==> src/hdl/mem_island_defines.svh <==
// Size definitions for the memory island, included by the package, the RTL and the testbench
`ifndef MEM_ISLAND_DEFINES_SVH
`define MEM_ISLAND_DEFINES_SVH

// ----------------------------------------------------------------------
// Address and data
// ----------------------------------------------------------------------
// Word address, not byte address
`define MI_ADDR_W 10
`define MI_DATA_W 32

// ----------------------------------------------------------------------
// Banking
// ----------------------------------------------------------------------
// Bank select is the address LSB
`define MI_NUM_BANKS 2
// MI_NUM_BANKS * MI_BANK_WORDS covers the whole word address space
`define MI_BANK_WORDS 512

`endif

==> src/hdl/mem_island_pkg.sv <==
// Shared enum types of the memory island, imported by the interface and the RTL modules
`include "mem_island_defines.svh"

package mem_island_pkg;

    // ------------------------------------------------------------------
    // Memory protocol opcode
    // ------------------------------------------------------------------
    typedef enum logic {
        MEM_READ  = 1'b0,
        MEM_WRITE = 1'b1
    } mem_op_e;

    // ------------------------------------------------------------------
    // Bus adapter handshake states
    // ------------------------------------------------------------------
    typedef enum logic [1:0] {
        ST_IDLE  = 2'd0,
        ST_ISSUE = 2'd1,
        ST_WAIT  = 2'd2,
        ST_ACK   = 2'd3
    } adapter_state_e;

endpackage

==> src/hdl/mem_port_if.sv <==
// Request/grant memory port between island blocks, with initiator and target views
`include "mem_island_defines.svh"

interface mem_port_if import mem_island_pkg::*; ();

    // Request channel, held stable by the initiator until gnt
    logic                  req;
    mem_op_e               op;
    logic [`MI_ADDR_W-1:0] addr;
    logic [`MI_DATA_W-1:0] wdata;

    // Grant and single-cycle response, no back-pressure
    logic                  gnt;
    logic                  rvalid;
    logic [`MI_DATA_W-1:0] rdata;

    modport initiator (
        output req, op, addr, wdata,
        input  gnt, rvalid, rdata
    );

    modport target (
        input  req, op, addr, wdata,
        output gnt, rvalid, rdata
    );

endinterface

==> src/hdl/mem_cut.sv <==
// Spill stage on the memory port, one request entry and one registered response
`include "mem_island_defines.svh"

module mem_cut import mem_island_pkg::*; (
    input  logic          clk_i,
    input  logic          rst_n_i,
    mem_port_if.target    up,
    mem_port_if.initiator dn
);

    logic                  full_q;
    mem_op_e               op_q;
    logic [`MI_ADDR_W-1:0] addr_q;
    logic [`MI_DATA_W-1:0] wdata_q;

    logic                  rvalid_q;
    logic [`MI_DATA_W-1:0] rdata_q;

    // ------------------------------------------------------------------
    // Request entry
    // ------------------------------------------------------------------
    // Accept only into an empty entry, so fill and drain never overlap
    assign up.gnt = !full_q;

    always_ff @(posedge clk_i or negedge rst_n_i) begin
        if (!rst_n_i) begin
            full_q <= 1'b0;
        end else if (!full_q && up.req) begin
            full_q <= 1'b1;
        end else if (full_q && dn.gnt) begin
            full_q <= 1'b0;
        end
    end

    always_ff @(posedge clk_i) begin
        if (!full_q && up.req) begin
            op_q    <= up.op;
            addr_q  <= up.addr;
            wdata_q <= up.wdata;
        end
    end

    assign dn.req   = full_q;
    assign dn.op    = op_q;
    assign dn.addr  = addr_q;
    assign dn.wdata = wdata_q;

    // ------------------------------------------------------------------
    // Response register
    // ------------------------------------------------------------------
    always_ff @(posedge clk_i or negedge rst_n_i) begin
        if (!rst_n_i) begin
            rvalid_q <= 1'b0;
        end else begin
            rvalid_q <= dn.rvalid;
        end
    end

    always_ff @(posedge clk_i) begin
        if (dn.rvalid) begin
            rdata_q <= dn.rdata;
        end
    end

    assign up.rvalid = rvalid_q;
    assign up.rdata  = rdata_q;

endmodule

==> src/flat_wrapper.sv <==
// flat-port wrapper written by rule: the top's interface ports become plain ports
module mem_cut_flat import mem_island_pkg::*;
  (clk_i, rst_n_i, up_req, up_op, up_addr, up_wdata, up_gnt, up_rvalid, up_rdata, dn_req, dn_op, dn_addr, dn_wdata, dn_gnt, dn_rvalid, dn_rdata);
  mem_port_if up_i ();
  mem_port_if dn_i ();
  input  logic clk_i;
  input  logic rst_n_i;
  input wire logic [$bits(up_i.req)-1:0] up_req;
  input wire logic [$bits(up_i.op)-1:0] up_op;
  input wire logic [$bits(up_i.addr)-1:0] up_addr;
  input wire logic [$bits(up_i.wdata)-1:0] up_wdata;
  output wire logic [$bits(up_i.gnt)-1:0] up_gnt;
  output wire logic [$bits(up_i.rvalid)-1:0] up_rvalid;
  output wire logic [$bits(up_i.rdata)-1:0] up_rdata;
  output wire logic [$bits(dn_i.req)-1:0] dn_req;
  output wire logic [$bits(dn_i.op)-1:0] dn_op;
  output wire logic [$bits(dn_i.addr)-1:0] dn_addr;
  output wire logic [$bits(dn_i.wdata)-1:0] dn_wdata;
  input wire logic [$bits(dn_i.gnt)-1:0] dn_gnt;
  input wire logic [$bits(dn_i.rvalid)-1:0] dn_rvalid;
  input wire logic [$bits(dn_i.rdata)-1:0] dn_rdata;
  assign up_i.req = up_req;
  assign up_i.op = up_op;
  assign up_i.addr = up_addr;
  assign up_i.wdata = up_wdata;
  assign up_gnt = up_i.gnt;
  assign up_rvalid = up_i.rvalid;
  assign up_rdata = up_i.rdata;
  assign dn_req = dn_i.req;
  assign dn_op = dn_i.op;
  assign dn_addr = dn_i.addr;
  assign dn_wdata = dn_i.wdata;
  assign dn_i.gnt = dn_gnt;
  assign dn_i.rvalid = dn_rvalid;
  assign dn_i.rdata = dn_rdata;
  mem_cut u_core (.clk_i(clk_i), .rst_n_i(rst_n_i), .up(up_i), .dn(dn_i));
endmodule
==> config.mk <==
export PLATFORM = sky130hd
export DESIGN_NAME = mem_cut_flat
export DESIGN_NICKNAME = d
export VERILOG_FILES = /design/src/hdl/mem_island_pkg.sv /design/src/hdl/mem_port_if.sv /design/src/hdl/mem_cut.sv /design/src/flat_wrapper.sv
export VERILOG_INCLUDE_DIRS = /design/src /design/src/hdl
export SDC_FILE = /design/constraint.sdc
export NUM_CORES = 1
export LEC_CHECK = 0
export BUFFER_PORTS_ARGS = -buffer_cell sky130_fd_sc_hd__buf_2
export CAP_MARGIN = 20
export CORE_ASPECT_RATIO = 0.5
export CORE_MARGIN = 1.5
export CORE_UTILIZATION = 40
export DETAILED_ROUTE_END_ITERATION = 10
export HOLD_SLACK_MARGIN = 0.05
export PLACE_DENSITY = 0.78
export SETUP_SLACK_MARGIN = 0.3
export SLEW_MARGIN = 20
export SYNTH_ARGS = -nofsm -noshare
export SYNTH_HDL_FRONTEND = slang
export SYNTH_SLANG_ARGS = --single-unit
==> constraint.sdc <==
create_clock -name clk_i -period 2.62 [get_ports clk_i]
set_input_delay 0 -clock clk_i [delete_from_list [all_inputs] [get_ports clk_i]]
set_output_delay 0 -clock clk_i [all_outputs]
set_load 0.02 [all_outputs]
Yosys cells after proc, flatten, opt, wreduce, memory -nomap -nowiden

Index checks and enable logic that the tools add are counted.

Register bits: 77
Input port bits: 80
Word-level logic and storage cells: 12
Output and inout bits: 78

Muxes and demuxes: 2
Reductions and logical operators: 4

Operators by type and width:

| cell                | count |
|---|---|
| $logic_and A1 B1 Y1 | 2 |
| $mux W1             | 2 |
| $reduce_bool A2 Y1  | 1 |
| $logic_not A1 Y1    | 1 |

Logic depth before layout (Yosys ltp)

Gate-level depths: netlist of the first run.

Depth in word-level cells: 3
Depth in mapped cells: 2

Least setup slack after synthesis of the first run

No wires, ideal clock.

Kind: reg2reg
From: reg u_core.full_q (netlist: u_core.dn.req)
To: reg u_core.addr_q[0] (netlist: u_core.dn.addr[0]) (enable)
Cell stages (with the launch flop): 2
Path slack: 0.557 ns
Required time: 2.210 ns
Arrival: 1.653 ns
Clock period less this slack: 2.063 ns
Path buffers: 0
Cell sequence: dfrtp_1 > nor2b_2

Longest elaborated chain between the ends: 2

Ends and longest elaborated chain:

| what                   | RTL line      | RTL |
|---|---|---|
| from (decl)            | mem_cut.sv:11 | `logic full_q;` |
| from (signal assigned) | mem_cut.sv:27 | `full_q <= 1'b0;` |
| from (signal assigned) | mem_cut.sv:29 | `full_q <= 1'b1;` |
| from (signal assigned) | mem_cut.sv:31 | `full_q <= 1'b0;` |
| $logic_not A1 Y1       | mem_cut.sv:36 | `if (!full_q && up.req) begin` |
| $logic_and A1 B1 Y1    | mem_cut.sv:36 |  |
| to (signal assigned)   | mem_cut.sv:38 | `addr_q <= up.addr;` |
| to (decl)              | mem_cut.sv:13 | `` logic [`MI_ADDR_W-1:0] addr_q; `` |

Every way passes these cells.
A chain may end at the register's enable or synchronous reset.

Worst setup path in the final report of the first run

Ends and elaborated chain as after synthesis.

==> results of run 1 <==
==> repair_timing <==
item / CTS / global route
hold endpoints to repair: 78 / 0
hold buffers: 78 / 0
setup buffers: 0 / 0
endpoints found under the setup margin: 0 / 0
==> metrics by stage <==
step	total power [W]	std cells	area, sq um	setup WS, ps	hold WS [ps]
6_report	0.00324	404	4330	1250	178
5_1_grt	0.00335	404	4330	1200	194
4_1_cts	0.00327	404	4330	1250	161
3_5_place_dp	0.00182	311	3210	1260	-208
3_3_place_gp	0.00181	311	3210	1300	-213
2_1_floorplan	0.00166	80	2320	557	-296
==> worst min-delay path by stage <==
stage               depth (start not counted)                          to
CTS                                         1  u_core.up.rvalid$_DFF_PN0_
detailed placement                          1  u_core.up.rvalid$_DFF_PN0_
finish                                      1  u_core.up.rvalid$_DFF_PN0_
global placement                            1   u_core.dn.req$_DFFE_PN0P_
global route                                1  u_core.up.rvalid$_DFF_PN0_
floorplan                                   0   u_core.dn.req$_DFFE_PN0P_
==> state kept, by name (all words and copies together), names as in the netlist <==
| name | cells |
|---|---|
| u_core.dn.wdata | 32 |
| u_core.dn.addr | 10 |
| u_core.dn.op | 1 |
| u_core.dn.req | 1 |
| u_core.up.rvalid | 1 |
| u_core.up.rdata | 32 |
==> final cells by class <==
type / instances / area share
Inverter: 1 / 0.000867
Clock buffer: 9 / 0.0520
Multi-Input combinational cell: 2 / 0.00491
Timing Repair Buffer: 236 / 0.364
Sequential cell: 77 / 0.532
Clock inverter: 6 / 0.0257
Tap cell: 73 / 0.0211
==> metal layers <==
layer	GRT usage	up-vias	wire [microns]
li1	-	814	-
met1	0.181	839	1970
met2	0.388	73	3440
met3	0.0637	6	360
met4	0.0549	0	68
met5	0	-	0
==> cells in the final DEF (no fill, tap or decap) <==
cell,count
inv_2,1
nor2b_4,1
buf_2,157
edfxtp_1,75
inv_6,1
buf_4,1
dfrtp_1,2
clkinvlp_4,1
clkinv_2,1
bufinv_16,3
dlygate4sd3_1,78
clkbuf_16,9
o21bai_1,1
==> logic make-up (layout without fill, tap and decap cells) <==
group                  count (synthesis)  in the layout  share of synthesized area
DFF                                   77             77                      0.991
AOI/OAI and AO/OA                      1              1                    0.00323
and+or+nand+nor                        1              1                    0.00377
buffers and inverters                  1            252                    0.00161
==> synthesized netlist by cell type <==
| cell type | count |
|---|---|
| dfrtp_1 | 2 |
| inv_2 | 1 |
| nor2b_2 | 1 |
| edfxtp_1 | 75 |
| o21bai_1 | 1 |
==> worst max-delay path: cells and delay by family (launching register included) <==
kind          cells  cell delay, ps
buf+inv           1             450
simple gates      1             120
flops             1             420
==> report_power, final <==
| part | switching, W | internal, W |
|---|---|---|
| clock network | 0.000433 | 0.000925 |
| registers | 0.0000253 | 0.00146 |
| logic | 0.000218 | 0.000180 |
==> summary.md, run 1 <==
| Metric | Value |
|---|---|
| Status | finished, final reports clean |
| Area of the multi-input gates | 21.3 sq um |
| Share of the synthesized area in the top cell type | 0.970 |
| # IOs | 158 |
| CP Cell Sequence | nor2b_4, buf_4 |
| Clock sinks | 77 |
| Syn_area_per_cell | 29.0 sq um |
| PortBufs | 157 |
| Max Cap Viol | 0 |
| Fmax | 0.730 GHz |
| Remaining routing DRC violations | 0 |
| Final Max Slew Viols | 0 |
| Measured slew at the worst slew-check pin | 692 ps |
| Worst min path class | in -> reg |
| Final #Nets | 407 |
| Register area | 2300 sq um |
| Layout cells sized above 1 | 0.529 |
| DR iter-0 viols | 67 |
| Die H | 56.9 microns |
| Netlist cell types | 5 |
| Slew HR | 0.539 |
| Total gr overflow | 0 |
| Final setup TNS | 0 ps |
| First-pass GRT wire length | 8820 microns |
| Worst-Skew Late Latency | 310 ps |
| Final WL | 5850 microns |
| Setup Viol. Count Final | 0 |
| Clock transition at path regs | 50 ps |
| Critical path data required time | 2570 ps |
| Number of global-route vias before repair | 1818 |
| Initial Util | 0.419 |
| Post-synthesis register bit count | 77 |
| Worst Setup EP | u_core.dn.addr[0]$_DFFE_PP_ |
| Inserted Clock Buffers | 9 |
| Clock skew | 3.71 ps |
| Warnings from Yosys | 0 |
| Fin. Hold Viols | 0 |
| Leakage | 1.87 nW |
| Area leader, netlist | edfxtp_1 |
| Worst r2r src | u_core.dn.req$_DFFE_PN0P_ |
| P per Cell Area | 750 nW/um^2 |
| Die area | 6300 sq um |
| Wirelength per Cell | 14.5 microns |
| Die extent in x | 111 microns |
| Core Region | 5540 sq um |
| Fill count | 321 |
| R2R Setup Slk | 1250 ps |
| Slowest cell on the critical path | buf_4 |
| CTS Root Buffer Type | clkbuf_16 |
| Data arrival, critical path | 1320 ps |
| ANT cells | 0 |
| TritonCTS clock tree | done |
| Initial antenna violation count | 0 |
| Max incr delay on CP | 450 ps |
| Largest net degree at the start of global routing | 45 |
| CP Capture Type | register |
| Startpoint Class | register |
| CTS resizes | 0 |
| Area delta synth->final | 86.4% |
| Antenna Nets Post-Route | 0 |
| Top cells by area, synth | edfxtp_1 (97%), dfrtp_1 (2.2%), nor2b_2 (0.38%), o21bai_1 (0.32%), inv_2 (0.16%) |
| Final Wtd Congestion | 0.682 |
| Total global routing track utilization | 0.190 |
| Mapped cell area | 2320 sq um |
| Drt pass-1 iters | 4 |
| Crit path time final | 1370 ps |
| R2R depth | 2 |
| Seq/Total Area, Yosys | 0.991 |
| Clk buf depth | 2 |
| Unrepaired setup endpoints after global routing | no |
| Max VDD drop | 0.551 mV |
| Cell Rows | 19 |
| Worst hold start | dn_rvalid |
| WS Path Type | reg -> reg |
| Synth Net Count | 160 |
| Final cycle utilization of the critical path | 0.523 |
| Routed vias/inst | 4.29 |
| Crit. Startpoint | u_core.dn.req$_DFFE_PN0P_ |
| Reg-to-reg endpoint | u_core.dn.addr[0]$_DFFE_PP_ |
| Post-synthesis instance total | 80 |
| Crit Path Max Fanout | 44 |
| H-tree levels | 3 |
| Via Count | 1732 |
| Final core utilization | 0.782 |
(Power assumes the default switching activity.)
==> run 2, diff against run 1 <==
==> constraint.sdc (replaced) <==
create_clock -name clk_i -period 1.4 [get_ports clk_i]
set_input_delay 0 -clock clk_i [delete_from_list [all_inputs] [get_ports clk_i]]
set_output_delay 0 -clock clk_i [all_outputs]
set_load 0.02 [all_outputs]
==> run 2 against run 1 <==
Against the previous run:
- count of clock-buffer cells in the layout unchanged
- cell count is 2.0% higher
- critical path depth increased by 1
- flip-flop and latch count is the same
- clock power increased by 87%
- worst setup slack lost 1000 ps
- sequential power grew 87%
- critical endpoint is now u_core.dn.wdata[28]$_DFFE_PP_
- largest power group unchanged
- highest routed layer unchanged
==> summary.md, run 2 (synthesis gave the netlist of run 1 again) <==
| Metric | Value |
|---|---|
| Status | finished, final reports clean |
| P per Cell Area | 1380 nW/um^2 |
| Worst hold start | dn_rvalid |
| Slew HR | 0.731 |
| Hold Path Stages | 2 |
| Clock transition at path regs | 50 ps |
| Non-filler instance count after layout | 412 |
| Unrepaired setup endpoints after global routing | yes |
| Clock skew | 3.69 ps |
| Crit. Startpoint | u_core.dn.req$_DFFE_PN0P_ |
| Clk buf depth | 2 |
| Final core utilization | 0.808 |
| Inserted Clock Buffers | 9 |
| Number of global-route vias before repair | 2013 |
| Wirelength per Cell | 17.5 microns |
| WS Path Type | reg -> reg |
| Final Max Slew Viols | 0 |
| Antenna Nets Post-Route | 0 |
| Drt pass-1 iters | 4 |
| Area after DPL | 3230 sq um |
| Layout cells sized above 1 | 0.540 |
| Final WL | 7220 microns |
| Combinational power share | 0.140 |
| NetSw | 0.00133 W |
| Worst r2r src | u_core.dn.req$_DFFE_PN0P_ |
| Core Region | 5540 sq um |
| Leakage | 1.93 nW |
| Startpoint Class | register |
| PortBufs | 157 |
| Clock sinks | 77 |
| ANT cells | 0 |
| Total global routing track utilization | 0.225 |
| DP Cell Count | 312 |
| Data arrival, critical path | 1200 ps |
| Max Cap Viol | 0 |
| H-tree levels | 3 |
| CP Capture Type | register |
| TritonCTS clock tree | done |
| Commonest cells after routing, fill and taps aside | buf_2 (157), dlygate4sd3_1 (78), edfxtp_1 (75) |
| DR iter-0 viols | 89 |
| Die extent in x | 111 microns |
| Final Wtd Congestion | 0.706 |
| Initial Util | 0.419 |
| Setup Viol. Count Final | 0 |
| Via Count | 1824 |
| Final cycle utilization of the critical path | 0.827 |
| Total gr overflow | 0 |
| Switching Fraction | 0.214 |
| Crit Path Max Fanout | 6 |
| Critical path data required time | 1440 ps |
| First-pass GRT wire length | 10400 microns |
| Hold EP | u_core.up.rvalid$_DFF_PN0_ |
| Design Power | 0.00619 W |
| Largest net degree at the start of global routing | 45 |
| Final #Nets | 415 |
| Finished Cell Area | 4470 sq um |
| R2R depth | 3 |
| Max VDD drop | 0.878 mV |
| Die H | 56.9 microns |
| Clock power share | 0.409 |
| Measured slew at the worst slew-check pin | 403 ps |
| CTS Root Buffer Type | clkbuf_16 |
| Fin. Hold Viols | 0 |
| Die area | 6300 sq um |
| Remaining routing DRC violations | 0 |
| Reg-to-reg endpoint | u_core.dn.wdata[28]$_DFFE_PP_ |
| Area delta synth->final | 92.6% |
| Crit path time final | 1160 ps |
| Flop pwr share | 0.451 |
| R2R Setup Slk | 240 ps |
| Most common cell after layout, fill and taps aside | buf_2 |
| Worst-Skew Late Latency | 320 ps |
| Routed vias/inst | 4.43 |
| Initial antenna violation count | 0 |
| # IOs | 158 |
| Fmax | 0.864 GHz |
| Worst min path class | in -> reg |
| Power Internal | 0.00487 W |
| Cell Rows | 19 |
-- run 2: changes by cell type in the layout (fill, tap and decap cells not counted), sizes merged --
cell      before  now
buf          158  164
clkbuf         9   11
clkinv         1    3
clkinvlp       1    0
inv            2    1
-- run 2: layout make-up --
class	instances	area, sq um
fill	298	1070
inverter	1	3.75
multi-input combinational	2	32.5
timing repair buffer	244	1710
clock inverter	6	103
tap	73	91.3
clock buffer	9	225
sequential	77	2300
-- run 2: worst max-delay path by stage --
stage,endpoint,slack (ps),cells past startpoint
2_1_floorplan,u_core.dn.addr[0]$_DFFE_PP_,-160,1
3_3_place_gp,u_core.dn.wdata[27]$_DFFE_PP_,290,2
3_5_place_dp,u_core.dn.wdata[10]$_DFFE_PP_,280,2
4_1_cts,u_core.dn.wdata[17]$_DFFE_PP_,270,2
5_1_grt,u_core.dn.wdata[1]$_DFFE_PP_,220,3
6_report,u_core.dn.wdata[28]$_DFFE_PP_,240,3
-- run 2: through the flow --
stage / setup TNS [ps] / hold slack, ps / worst slack, ps
finish: 0 / 131 / 242
global route: 0 / 139 / 219
CTS: 0 / 131 / 269
detailed placement: 0 / -211 / 276
global placement: 0 / -214 / 294
floorplan: -6880 / -296 / -159
-- run 2: timing repair --
action | in CTS | in global routing
setup endpoints to repair | 43 | 44
cloned | 0 | 5
hold buffers | 78 | 0
gates resized for setup | 0 | 3
hold endpoints to repair | 78 | 0
buffers inserted | 0 | 2
-- run 2: power by group through the flow --
stage	clock [W]	combinational (W)	sequential (W)
floorplan	0	0.0000496	0.00306
global placement	0	0.000572	0.00282
detailed placement	0	0.000585	0.00283
CTS	0.00256	0.000756	0.00278
global route	0.00267	0.000908	0.00281
finish	0.00254	0.000867	0.00279
-- run 2: layer usage --
layer	up-vias	global-route usage	routed length [microns]
met1	898	0.228	2640
met4	0	0.0971	195
met3	20	0.0691	357
met5	-	0	0
met2	72	0.435	4020
li1	834	-	-
-- run 2: critical path: stages (launching register included) --
cell and delay [ps]:
dfrtp_2 440, nor2b_4 150, buf_12 140, clkbuf_16 150
