**src/hdl/mem_island_defines.svh**
```systemverilog
// Size definitions for the memory island, included by the package, the RTL and the testbench
`ifndef MEM_ISLAND_DEFINES_SVH
`define MEM_ISLAND_DEFINES_SVH

// ----------------------------------------------------------------------
// Address and data
// ----------------------------------------------------------------------
// Word address, not byte address
`define MI_ADDR_W 10
`define MI_DATA_W 32

// ----------------------------------------------------------------------
// Banking
// ----------------------------------------------------------------------
// Bank select is the address LSB
`define MI_NUM_BANKS 2
// MI_NUM_BANKS * MI_BANK_WORDS covers the whole word address space
`define MI_BANK_WORDS 512

`endif

```
**src/hdl/mem_island_pkg.sv**
```systemverilog
// Shared enum types of the memory island, imported by the interface and the RTL modules
`include "mem_island_defines.svh"

package mem_island_pkg;

    // ------------------------------------------------------------------
    // Memory protocol opcode
    // ------------------------------------------------------------------
    typedef enum logic {
        MEM_READ  = 1'b0,
        MEM_WRITE = 1'b1
    } mem_op_e;

    // ------------------------------------------------------------------
    // Bus adapter handshake states
    // ------------------------------------------------------------------
    typedef enum logic [1:0] {
        ST_IDLE  = 2'd0,
        ST_ISSUE = 2'd1,
        ST_WAIT  = 2'd2,
        ST_ACK   = 2'd3
    } adapter_state_e;

endpackage

```
**src/hdl/mem_port_if.sv**
```systemverilog
// Request/grant memory port between island blocks, with initiator and target views
`include "mem_island_defines.svh"

interface mem_port_if import mem_island_pkg::*; ();

    // Request channel, held stable by the initiator until gnt
    logic                  req;
    mem_op_e               op;
    logic [`MI_ADDR_W-1:0] addr;
    logic [`MI_DATA_W-1:0] wdata;

    // Grant and single-cycle response, no back-pressure
    logic                  gnt;
    logic                  rvalid;
    logic [`MI_DATA_W-1:0] rdata;

    modport initiator (
        output req, op, addr, wdata,
        input  gnt, rvalid, rdata
    );

    modport target (
        input  req, op, addr, wdata,
        output gnt, rvalid, rdata
    );

endinterface

```
**src/hdl/bus_to_mem_adapter.sv**
```systemverilog
// Four-phase req/ack bus slave that turns each handshake into one memory port transaction
`include "mem_island_defines.svh"

module bus_to_mem_adapter import mem_island_pkg::*; (
    input  logic                  clk_i,
    input  logic                  rst_n_i,
    input  logic                  bus_req_i,
    input  logic                  bus_we_i,
    input  logic [`MI_ADDR_W-1:0] bus_addr_i,
    input  logic [`MI_DATA_W-1:0] bus_wdata_i,
    output logic                  bus_ack_o,
    output logic [`MI_DATA_W-1:0] bus_rdata_o,
    mem_port_if.initiator         mem
);

    adapter_state_e        state_q, state_d;

    // Latched command and read data
    mem_op_e               op_q;
    logic [`MI_ADDR_W-1:0] addr_q;
    logic [`MI_DATA_W-1:0] wdata_q;
    logic [`MI_DATA_W-1:0] rdata_q;

    // ------------------------------------------------------------------
    // Handshake FSM
    // ------------------------------------------------------------------
    always_comb begin
        state_d = state_q;
        unique case (state_q)
            ST_IDLE:  if (bus_req_i)   state_d = ST_ISSUE;
            ST_ISSUE: if (mem.gnt)     state_d = ST_WAIT;
            ST_WAIT:  if (mem.rvalid)  state_d = ST_ACK;
            // Master must release req before we close the handshake
            ST_ACK:   if (!bus_req_i)  state_d = ST_IDLE;
            default:  state_d = ST_IDLE;
        endcase
    end

    always_ff @(posedge clk_i or negedge rst_n_i) begin
        if (!rst_n_i) begin
            state_q <= ST_IDLE;
        end else begin
            state_q <= state_d;
        end
    end

    // Command is captured once per handshake, on leaving idle
    always_ff @(posedge clk_i) begin
        if (state_q == ST_IDLE && bus_req_i) begin
            op_q    <= bus_we_i ? MEM_WRITE : MEM_READ;
            addr_q  <= bus_addr_i;
            wdata_q <= bus_wdata_i;
        end
        if (state_q == ST_WAIT && mem.rvalid) begin
            rdata_q <= mem.rdata;
        end
    end

    // ------------------------------------------------------------------
    // Outputs
    // ------------------------------------------------------------------
    assign mem.req     = (state_q == ST_ISSUE);
    assign mem.op      = op_q;
    assign mem.addr    = addr_q;
    assign mem.wdata   = wdata_q;

    assign bus_ack_o   = (state_q == ST_ACK);
    assign bus_rdata_o = rdata_q;

endmodule

```
**src/flat_wrapper.sv**
```systemverilog
// flat-port wrapper written by rule: the top's interface ports become plain ports
module bus_to_mem_adapter_flat import mem_island_pkg::*;
  (clk_i, rst_n_i, bus_req_i, bus_we_i, bus_addr_i, bus_wdata_i, bus_ack_o, bus_rdata_o, mem_req, mem_op, mem_addr, mem_wdata, mem_gnt, mem_rvalid, mem_rdata);
  mem_port_if mem_i ();
  input  logic clk_i;
  input  logic rst_n_i;
  input  logic bus_req_i;
  input  logic bus_we_i;
  input  logic [`MI_ADDR_W-1:0] bus_addr_i;
  input  logic [`MI_DATA_W-1:0] bus_wdata_i;
  output logic bus_ack_o;
  output logic [`MI_DATA_W-1:0] bus_rdata_o;
  output wire logic [$bits(mem_i.req)-1:0] mem_req;
  output wire logic [$bits(mem_i.op)-1:0] mem_op;
  output wire logic [$bits(mem_i.addr)-1:0] mem_addr;
  output wire logic [$bits(mem_i.wdata)-1:0] mem_wdata;
  input wire logic [$bits(mem_i.gnt)-1:0] mem_gnt;
  input wire logic [$bits(mem_i.rvalid)-1:0] mem_rvalid;
  input wire logic [$bits(mem_i.rdata)-1:0] mem_rdata;
  assign mem_req = mem_i.req;
  assign mem_op = mem_i.op;
  assign mem_addr = mem_i.addr;
  assign mem_wdata = mem_i.wdata;
  assign mem_i.gnt = mem_gnt;
  assign mem_i.rvalid = mem_rvalid;
  assign mem_i.rdata = mem_rdata;
  bus_to_mem_adapter u_core (.clk_i(clk_i), .rst_n_i(rst_n_i), .bus_req_i(bus_req_i), .bus_we_i(bus_we_i), .bus_addr_i(bus_addr_i), .bus_wdata_i(bus_wdata_i), .bus_ack_o(bus_ack_o), .bus_rdata_o(bus_rdata_o), .mem(mem_i));
endmodule
```
**config.mk**
```make
export PLATFORM = sky130hd
export DESIGN_NAME = bus_to_mem_adapter_flat
export DESIGN_NICKNAME = d
export VERILOG_FILES = /design/src/hdl/mem_island_pkg.sv /design/src/hdl/mem_port_if.sv /design/src/hdl/bus_to_mem_adapter.sv /design/src/flat_wrapper.sv
export VERILOG_INCLUDE_DIRS = /design/src /design/src/hdl
export SDC_FILE = /design/constraint.sdc
export NUM_CORES = 1
export LEC_CHECK = 0
export ABC_AREA = 1
export BUFFER_PORTS_ARGS = -buffer_cell sky130_fd_sc_hd__clkbuf_2
export CORE_MARGIN = 5
export CORE_UTILIZATION = 45
export DETAILED_ROUTE_END_ITERATION = 7
export PLACE_DENSITY_LB_ADDON = 0.1
export SYNTH_ARGS = -nofsm -noshare
export SYNTH_HDL_FRONTEND = slang
export SYNTH_SLANG_ARGS = --single-unit
```
**constraint.sdc**
```tcl
create_clock -name clk_i -period 3.5 [get_ports clk_i]
set_input_delay 0.175 -clock clk_i [delete_from_list [all_inputs] [get_ports clk_i]]
set_output_delay 0.175 -clock clk_i [all_outputs]
set_load 0.02 [all_outputs]
```
== Yosys cells after proc, flatten, opt, wreduce, memory -nomap -nowiden ==
Index checks and enable logic that the tools add are counted.

* Register bits: 77
* Logic and storage cells: 22
* Output and inout port bits: 77

* Reductions and logical operators: 4
* Muxes and demuxes: 6
* Eq/ne operators: 7

{| class="wikitable"
|+ Operator list
! operator !! count
|-
| $mux W2 || 4
|-
| $pmux W2 S4 || 1
|-
| $ne A2 B2 Y1 const B || 3
|-
| $eq A2 B2 Y1 const B || 2
|-
| $reduce_and A4 Y1 || 1
|-
| $eq A2 B1 Y1 const B || 1
|-
| $logic_and A1 B1 Y1 || 2
|-
| $logic_not A2 Y1 || 1
|-
| $ne A2 B1 Y1 const B || 1
|-
| $mux W1 || 1
|}

== Depth between registers and ports, before layout ==
Gate-level depths: netlist of run 1.

* Word-level depth: 3
* Depth in mapped cells: 8

== Worst setup path before layout of run 1 ==
No wires, ideal clock.

* Path type: reg-to-reg
* Start point: register u_core.state_q[0]
* End point: register u_core.addr_q[0], in the netlist u_core.mem.addr[0], enable pin
* Slack: 1539 ps
* Stages on the path, launching flop included: 5
* Data required time: 3103 ps
* Clock period less this slack: 1961 ps
* Arrival time: 1564 ps
* Cells stage by stage: dfrtp_1 -> inv_1 -> ha_1 -> nand2_1 -> inv_1

* Longest elaborated chain between the ends: 2

{| class="wikitable"
|+ Ends and longest elaborated chain
! what !! line !! RTL
|-
| from (decl) || bus_to_mem_adapter.sv:16 || <nowiki>adapter_state_e state_q, state_d;</nowiki>
|-
| from (signal assigned) || bus_to_mem_adapter.sv:43 || <nowiki>state_q <= state_d;</nowiki>
|-
| $logic_not A2 Y1 || bus_to_mem_adapter.sv:49 || <nowiki>if (state_q == ST_IDLE && bus_req_i) begin</nowiki>
|-
| $logic_and A1 B1 Y1 || bus_to_mem_adapter.sv:49 ||
|-
| to (signal assigned) || bus_to_mem_adapter.sv:51 || <nowiki>addr_q <= bus_addr_i;</nowiki>
|-
| to (decl) || bus_to_mem_adapter.sv:20 || <nowiki>logic [`MI_ADDR_W-1:0] addr_q;</nowiki>
|}

Every way passes these cells.
A chain may end at the register's enable or synchronous reset.

== Worst setup path in the final report of run 1 ==
* Start point: register u_core.state_q[0]
* End point: register u_core.wdata_q[17], in the netlist u_core.mem.wdata[17], enable pin

* Longest elaborated chain between the ends: 2

{| class="wikitable"
|+ Ends and longest elaborated chain
! what !! line !! RTL
|-
| $logic_not A2 Y1 || bus_to_mem_adapter.sv:49 ||
|-
| $logic_and A1 B1 Y1 || bus_to_mem_adapter.sv:49 ||
|-
| to (signal assigned) || bus_to_mem_adapter.sv:52 || <nowiki>wdata_q <= bus_wdata_i;</nowiki>
|-
| to (decl) || bus_to_mem_adapter.sv:21 || <nowiki>logic [`MI_DATA_W-1:0] wdata_q;</nowiki>
|}

Every way passes these cells.

==> metrics.csv, run 1 <==
metric,value,unit
# fillers,389,
hold path cells,1,
CORE AREA,5410,um^2
post-synth top area share,0.914,
Synth Net Count,190,
# nets final,378,
Die X-Extent,84.0,um
gpl congestion,0.746,
Starting Density,0.456,
die height,84.0,um
Synth top cells by count,"edfxtp_1 (75), nand2_1 (10), inv_1 (8), ha_1 (5)",
First DRT Iteration DRCs,89,
final setup fails,0,
diodes inserted,0,
hold_buf cts,11,
CTS tree,yes,
Routed WL,5020,um
total gr overflow,0,
main combinational cell family by area after synthesis,adder cells,
Required @ worst endpoint,3.47,ns
final clock skew,0.00729,ns
VDD IR-drop max,0.000475,V
dpl cell area,3350,um^2
First-pass DRT Iterations,6,
DRC viols,0,
Yosys reg bits,77,
mux contribution to synthesized area,0,
via/cell ratio,4.34,
Startpoint Class,flop,
I/O Buffers,156,
row count,27,
sequential share of the synthesized area,0.934,
"Reg clk slew, reported paths",0.07,ns
simple-gate area share of the yosys netlist,0.0244,
largest area contributor in the netlist,edfxtp_1,
CTS Buf Count,9,
max-slew violations,0,
Synth cell types,9,
asr flop ratio synth,0.0260,
Leak,1.67,nW
Worst setup EP type,flop,
DRT antenna net count,0,
total chip power,0.00253,W
Worst-Margin Slew,0.500,ns
# Post-CTS Setup Buffers,0,
layout cells sized above 1,0.577,
Finished Cell Area,3750,um^2
die footprint,7050,um^2
RSZ-0062 raised after global routing,no,
initial antenna violation count,0,
Mean Syn Cell Area,23.5,um^2
Tcrit/Tclk final,0.458,
vias in the first global route,1642,
Longest Clk Path Bufs,2,
power density over the cells,676,nW/um^2
"Primary FF master, synth",edfxtp_1,
Min-Delay Path Class,in2reg,
"Clk Latency, worst-skew pair",0.33,ns
H-tree Lvls,3,
arrival time at the worst endpoint,1.57,ns
first-pass GRT wire length,7800,um
maxcap violations,0,
largest net degree at the start of global routing,44,
GRT Total Usage,0.146,
Synth warnings,0,
Fin Setup TNS,0,ns
maximum operating frequency,0.623,GHz
Post-synth EDFFs,75,
largest cells by area after synthesis,"edfxtp_1 (91%), ha_1 (2.5%), dfrtp_1 (2.0%)",
Root Driver,clkbuf_8,
normalized max-slew margin,0.667,
DR WL/cell,13.6,um
Syn Inst Count,105,
status,"complete, no violations",
Synth Area in XOR/XNOR,0,
"Area growth, synth to finish",52.1,%
compound-gate portion of the synthesized area,0.00356,
CP max FO,43,
R2R cell count,5,
DR vias,1605,
Post-Syn Area,2460,um^2
Adder-Cell Fraction of Synth Area,0.0254,
min Tclk post-route,1.60,ns
most common cell in the netlist,edfxtp_1,
Final Hold Fails,0,
"Gates resized, CTS repair",0,
Worst Setup Path Type,reg2reg,
hpwl dp,3830,um
I/O pin cnt,157,
CTS Sinks,77,
## layer usage
metal | share of wire | track usage | vias up
li1 | - | - | 767
met1 | 0.36 | 0.156 | 721
met2 | 0.48 | 0.233 | 105
met3 | 0.13 | 0.0721 | 12
met4 | 0.028 | 0.0877 | 0
met5 | 0 | 0 | -
## kinds of logic (layout without fill, tap and decap cells)
logic type               Yosys count  after routing
AO/OA/AOI/OAI                      1              1
buffers and inverters              8            201
AND/OR/NAND/NOR                   14             14
flip-flops                        77             77
adder cells (fa/ha/maj)            5              5
## layout by cell type, fill, tap and decap left out, types with 5 or more instances in the layout
master,netlist,layout
edfxtp_1,75,75
clkbuf_8,0,9
clkbuf_2,0,156
inv_1,8,8
nand2_1,10,10
ha_1,5,5
dlygate4sd3_1,0,19
## layout make-up
class / instances / area (um^2) / area share
clock buffer: 11 / 131 / 0.0351
timing repair buffer: 177 / 986 / 0.263
clock inverter: 5 / 75.1 / 0.0200
tap: 72 / 90.1 / 0.0240
inverter: 8 / 30.0 / 0.00802
multi-input combinational: 20 / 131 / 0.0351
sequential: 77 / 2300 / 0.615
## stage by stage
stage                      util  hold WS, ns  setup WS (ns)  cells
after floorplan               -       -0.121           1.54    105
after global placement    0.620      -0.0323           1.90    335
after detailed placement  0.620      -0.0305           1.88    335
after CTS                 0.678      0.00107           1.88    362
after global routing      0.693     -0.00431           1.78    370
final                     0.693       0.0183           1.90    370
## report_power, final
group,switching (W),internal [W],total [W]
Clock,0.000277,0.000397,0.000675
Combinational,0.000402,0.000188,0.000590
Sequential,0.0000458,0.00122,0.00127
## worst max-delay path, cell delays in order (launching register included)
cell and delay (ns):
dfrtp_1 0.41, inv_1 0.11, ha_1 0.19, nand2_1 0.06, inv_1 0.04, buf_4 0.42
## final timing paths
kind,startpoint,end,slack (ns)
max reg2reg,u_core.state_q[0]$_DFFE_PN0P_,u_core.mem.wdata[17]$_DFFE_PP_,1.90
min reg2reg,u_core.state_q[1]$_DFFE_PN0P_,u_core.state_q[1]$_DFFE_PN0P_,0.53
min in group asynchronous,rst_n_i,u_core.state_q[0]$_DFFE_PN0P_,0.19
max in group asynchronous,rst_n_i,u_core.state_q[1]$_DFFE_PN0P_,3.21
max,u_core.state_q[0]$_DFFE_PN0P_,u_core.mem.wdata[17]$_DFFE_PP_,1.90
min,bus_wdata_i[24],u_core.mem.wdata[24]$_DFFE_PP_,0.02
## registers in the layout, indices dropped and copies added (netlist names)
name                flops
u_core.mem.wdata       32
u_core.state_q          2
u_core.mem.addr        10
u_core.mem.op           1
u_core.bus_rdata_o     32
Power figures use the tool's default switching activity.
==> run 2, diff against run 1 <==
Settings changed: CORE_UTILIZATION 45 to 42.
Clock period 3.5 ns to 1.6 ns, I/O delays scaled along.
==> run 2 against run 1 <==
Effect of this change: combinational power rose to 2.6 times the previous value; setup slack worse by 1.7 ns; power up 120%; clock-buffer cell count did not move; final cell count up 16%; wire length increased by 31%.
==> metrics.csv, run 2 (same netlist as run 1, synthesis figures left out) <==
metric,value,unit
First-pass DRT Iterations,4,
vias in the first global route,2045,
maxcap violations,0,
first-pass GRT wire length,9940,um
diodes inserted,0,
First DRT Iteration DRCs,75,
gpl congestion,0.771,
arrival time at the worst endpoint,1.42,ns
Comb power frac,0.279,
layout cells sized above 1,0.506,
Hold Slack,0.0547,ns
total gr overflow,0,
Starting Density,0.439,
"Clk Latency, worst-skew pair",0.33,ns
CTS tree,yes,
Root Driver,clkbuf_8,
CP max FO,32,
# nets final,436,
VDD IR-drop max,0.000740,V
Fin Setup TNS,0,ns
DRC viols,0,
Worst setup EP type,flop,
via/cell ratio,4.30,
GRT Total Usage,0.179,
DR WL/cell,15.3,um
Final Hold Fails,0,
largest net degree at the start of global routing,33,
"Slowest-stage cell, CP",dfrtp_1,
Routed WL,6570,um
I/O Buffers,156,
Clk pwr share,0.219,
Worst-Margin Slew,0.168,ns
die footprint,7500,um^2
CORE AREA,5610,um^2
Leak,1.90,nW
Worst Setup Path Type,reg2reg,
P_int,0.00382,W
"Area growth, synth to finish",76.0,%
maximum operating frequency,0.718,GHz
H-tree Lvls,3,
hold_buf cts,76,
post-layout util,0.773,
Buf/Inv on CP,3,
die height,86.6,um
Finished Cell Area,4340,um^2
# fillers,345,
final clock skew,0.00546,ns
min Tclk post-route,1.39,ns
I/O pin cnt,157,
crit-path cells,inv_2 -> ha_1 -> nand2_1 -> clkinvlp_4 -> buf_12,
"Reg clk slew, reported paths",0.07,ns
"Gates resized, CTS repair",0,
normalized max-slew margin,0.888,
CTS Buf Count,9,
Flop pwr share,0.503,
row count,27,
max incr delay on CP,0.42,ns
dpl cell area,3420,um^2
hpwl dp,4130,um
Startpoint Class,flop,
Die X-Extent,86.6,um
DR vias,1839,
sw frac,0.312,
sw power,0.00173,W
final setup fails,0,
"Cell Count, Final, Fillers Out",428,
"commonest non-fill, non-tap cells in the layout","clkbuf_2 (156), dlygate4sd3_1 (76), edfxtp_1 (75)",
# Post-CTS Setup Buffers,0,
Worst path top cell family by delay,flip-flops,
status,"complete, no violations",
RSZ-0062 raised after global routing,no,
Min-Delay Path Class,in2async,
Required @ worst endpoint,1.63,ns
Tcrit/Tclk final,0.871,
DRT antenna net count,0,
CTS Sinks,77,
max-slew violations,0,
initial antenna violation count,0,
"commonest non-fill, non-tap cell in the layout",clkbuf_2,
Longest Clk Path Bufs,2,
power density over the cells,1280,nW/um^2
placed cells,336,
[run 2: changes by cell type in the layout (fill, tap and decap cells not counted), sizes merged]
cell | before | now
dlygate4sd3 | 19 | 76
clkinv | 2 | 5
bufinv | 2 | 0
inv | 8 | 6
buf | 2 | 3
clkinvlp | 1 | 2
[run 2: power by group through the flow]
stage	registers (W)	logic [W]	clock network [W]
floorplan	0.00323	0.000417	0
global placement	0.00282	0.00140	0
finish	0.00279	0.00155	0.00121
global route	0.00282	0.00167	0.00135
CTS	0.00278	0.00156	0.00123
detailed placement	0.00283	0.00141	0
[run 2: through the flow]
| step | total power [W] | setup WS, ns |
|---|---|---|
| 6_report | 0.00555 | 0.206 |
| 5_1_grt | 0.00584 | 0.148 |
| 4_1_cts | 0.00557 | 0.200 |
| 3_5_place_dp | 0.00423 | 0.215 |
| 3_3_place_gp | 0.00422 | 0.232 |
| 2_1_floorplan | 0.00365 | -0.0602 |
[run 2: final cells by class]
class	count	area [um^2]	share of cell area
clock buffers	11	131	0.0303
clock inverters	5	27.5	0.00635
inverters	8	37.5	0.00866
multi-input cells	20	146	0.0338
flip-flops and latches	77	2300	0.531
well taps	72	90.1	0.0208
repair buffers	235	1600	0.369
[run 2: worst paths after layout]
path | start | to | slack, ns | cells past startpoint
worst max-delay path | u_core.state_q[0]$_DFFE_PN0P_ | u_core.bus_rdata_o[31]$_DFFE_PP_ | 0.21 | 5
worst min-delay path | rst_n_i | u_core.state_q[1]$_DFFE_PN0P_ | 0.05 | 2
worst max register to register | u_core.state_q[0]$_DFFE_PN0P_ | u_core.bus_rdata_o[31]$_DFFE_PP_ | 0.21 | 5
worst min register to register | u_core.state_q[0]$_DFFE_PN0P_ | u_core.state_q[0]$_DFFE_PN0P_ | 0.56 | 2
max in group asynchronous | rst_n_i | u_core.state_q[0]$_DFFE_PN0P_ | 1.45 | 2
min in group clk_i | bus_req_i | u_core.state_q[1]$_DFFE_PN0P_ | 0.12 | 4
[run 2: routing by layer]
metal	vias to the layer above	part of all wire	global-route usage
met5	-	0	0
li1	884	-	-
met3	16	0.12	0.0703
met1	828	0.35	0.185
met4	0	0.027	0.0907
met2	111	0.51	0.314
==> run 3, diff against run 2 <==
Clock period 1.6 ns to 1.38 ns, I/O delays scaled along.
==> run 3 against run 2 <==
Effect of this change: via count shrank 1.4%; combinational power up 17%; critical path depth did not move; final cell count increased by 0.47%; clock skew decreased by 0.00072 ns; core utilization is 0.089 points higher; non-clock buffer count is 2 higher; sequential cell count unchanged; sequential share of layout area is 0.061 points lower; die area stayed put; register-to-register slack worse by 0.15 ns; setup slack worse by 0.15 ns; highest routed layer unchanged.
==> metrics.csv, run 3 (same netlist as run 1, synthesis figures left out) <==
metric,value,unit
status,"complete, no violations",
"Slowest-stage cell, CP",dfrtp_1,
die height,86.6,um
I/O pin cnt,157,
arrival time at the worst endpoint,1.35,ns
VDD IR-drop max,0.000962,V
hpwl dp,4390,um
Flop pwr share,0.501,
Leak,1.89,nW
Final Hold Fails,0,
# nets final,438,
final setup fails,0,
# Post-CTS Setup Buffers,0,
CP max FO,25,
P_int,0.00443,W
sw power,0.00201,W
maxcap violations,0,
I/O Buffers,156,
maximum operating frequency,0.757,GHz
GRT Total Usage,0.183,
"commonest non-fill, non-tap cell in the layout",clkbuf_2,
min Tclk post-route,1.32,ns
total gr overflow,0,
setup ws final,0.0584,ns
largest net degree at the start of global routing,33,
max incr delay on CP,0.39,ns
via/cell ratio,4.22,
Root Driver,clkbuf_8,
Comb power frac,0.283,
DR vias,1814,
DR WL/cell,15.6,um
Routed WL,6700,um
Required @ worst endpoint,1.41,ns
Clk pwr share,0.217,
CTS tree,yes,
Hold Slack,0.0585,ns
DRT antenna net count,0,
Longest Clk Path Bufs,2,
"Reg clk slew, reported paths",0.07,ns
vias in the first global route,2024,
Startpoint Class,flop,
initial antenna violation count,0,
sw frac,0.313,
normalized max-slew margin,0.886,
max-slew violations,0,
RSZ-0062 raised after global routing,no,
CORE AREA,5610,um^2
Tcrit/Tclk final,0.958,
Worst-Margin Slew,0.171,ns
final clock skew,0.00474,ns
First-pass DRT Iterations,4,
row count,27,
crit-path cells,inv_2 -> ha_1 -> nand2_2 -> clkinvlp_4 -> buf_12,
power density over the cells,1480,nW/um^2
placed cells,338,
"Clk Latency, worst-skew pair",0.32,ns
Worst setup EP type,flop,
Min-Delay Path Class,in2async,
R2R cell count,5,
Post-Place Setup Slack,0.0592,ns
hold_buf cts,76,
CTS Buf Count,9,
gpl congestion,0.825,
"Area growth, synth to finish",76.2,%
die footprint,7500,um^2
Starting Density,0.439,
First DRT Iteration DRCs,76,
diodes inserted,0,
DRC viols,0,
"Gates resized, CTS repair",0,
CTS Sinks,77,
"commonest non-fill, non-tap cells in the layout","clkbuf_2 (156), dlygate4sd3_1 (76), edfxtp_1 (75)",
Die X-Extent,86.6,um
first-pass GRT wire length,9980,um
"Cell Count, Final, Fillers Out",430,
Worst Setup Path Type,reg2reg,
H-tree Lvls,3,
layout cells sized above 1,0.508,
==> run 3: changes by cell type in the layout (fill, tap and decap cells not counted) <==
cell / delta
buf_4: +3
clkinv_2: -2
clkinvlp_4: +2
buf_12: -1
clkinv_1: +1
clkinv_4: -1
nand2_1: -1
nand2_2: +1
==> run 3: power groups by stage <==
stage	sequential [W]	clock [W]	combinational, W
final	0.00322	0.00140	0.00182
after global routing	0.00326	0.00153	0.00196
after CTS	0.00322	0.00143	0.00184
after detailed placement	0.00327	0	0.00166
after global placement	0.00325	0	0.00166
after floorplan	0.00374	0	0.000488
==> run 3: routing by layer <==
| layer | GRT usage | part of all wire | vias up |
|---|---|---|---|
| met5 | 0 | 0 | - |
| met3 | 0.0456 | 0.071 | 11 |
| met1 | 0.180 | 0.33 | 838 |
| met4 | 0.0807 | 0.020 | 0 |
| li1 | - | - | 887 |
| met2 | 0.356 | 0.58 | 78 |
==> run 3: final timing paths <==
| path | end | start | slack, ns |
|---|---|---|---|
| worst min-delay path | u_core.state_q[0]$_DFFE_PN0P_ | rst_n_i | 0.06 |
| min in group clk_i | u_core.state_q[1]$_DFFE_PN0P_ | bus_req_i | 0.11 |
| worst max-delay path | u_core.bus_rdata_o[25]$_DFFE_PP_ | u_core.state_q[0]$_DFFE_PN0P_ | 0.06 |
| worst max register to register | u_core.bus_rdata_o[25]$_DFFE_PP_ | u_core.state_q[0]$_DFFE_PN0P_ | 0.06 |
| max in group asynchronous | u_core.state_q[1]$_DFFE_PN0P_ | rst_n_i | 1.22 |
| worst min register to register | u_core.state_q[1]$_DFFE_PN0P_ | u_core.state_q[1]$_DFFE_PN0P_ | 0.57 |
==> run 3: cell type report <==
type	instances	area, um^2
Fill cell	375	1270
Sequential cell	77	2300
Multi-Input combinational cell	20	149
Timing Repair Buffer	237	1600
Inverter	8	37.5
Tap cell	72	90.1
Clock inverter	5	27.5
Clock buffer	11	131
==> run 3: per-stage QoR <==
| step | power [W] | utilization | instance area, um^2 | TNS (ns) |
|---|---|---|---|---|
| 2_1_floorplan | 0.00423 | - | 2490 | -17.91 |
| 3_3_place_gp | 0.00491 | 0.610 | 3420 | 0 |
| 3_5_place_dp | 0.00493 | 0.610 | 3420 | 0 |
| 4_1_cts | 0.00649 | 0.774 | 4340 | 0 |
| 5_1_grt | 0.00675 | 0.774 | 4340 | 0 |
| 6_report | 0.00644 | 0.774 | 4340 | 0 |
==> run 3: critical path, delay by kind of cell, from the launching register on <==
family,cells,cell delay [ns]
and+or+nand+nor,1,0.07
buffers and inverters,3,0.36
DFF,1,0.39
adders and majority gates,1,0.20
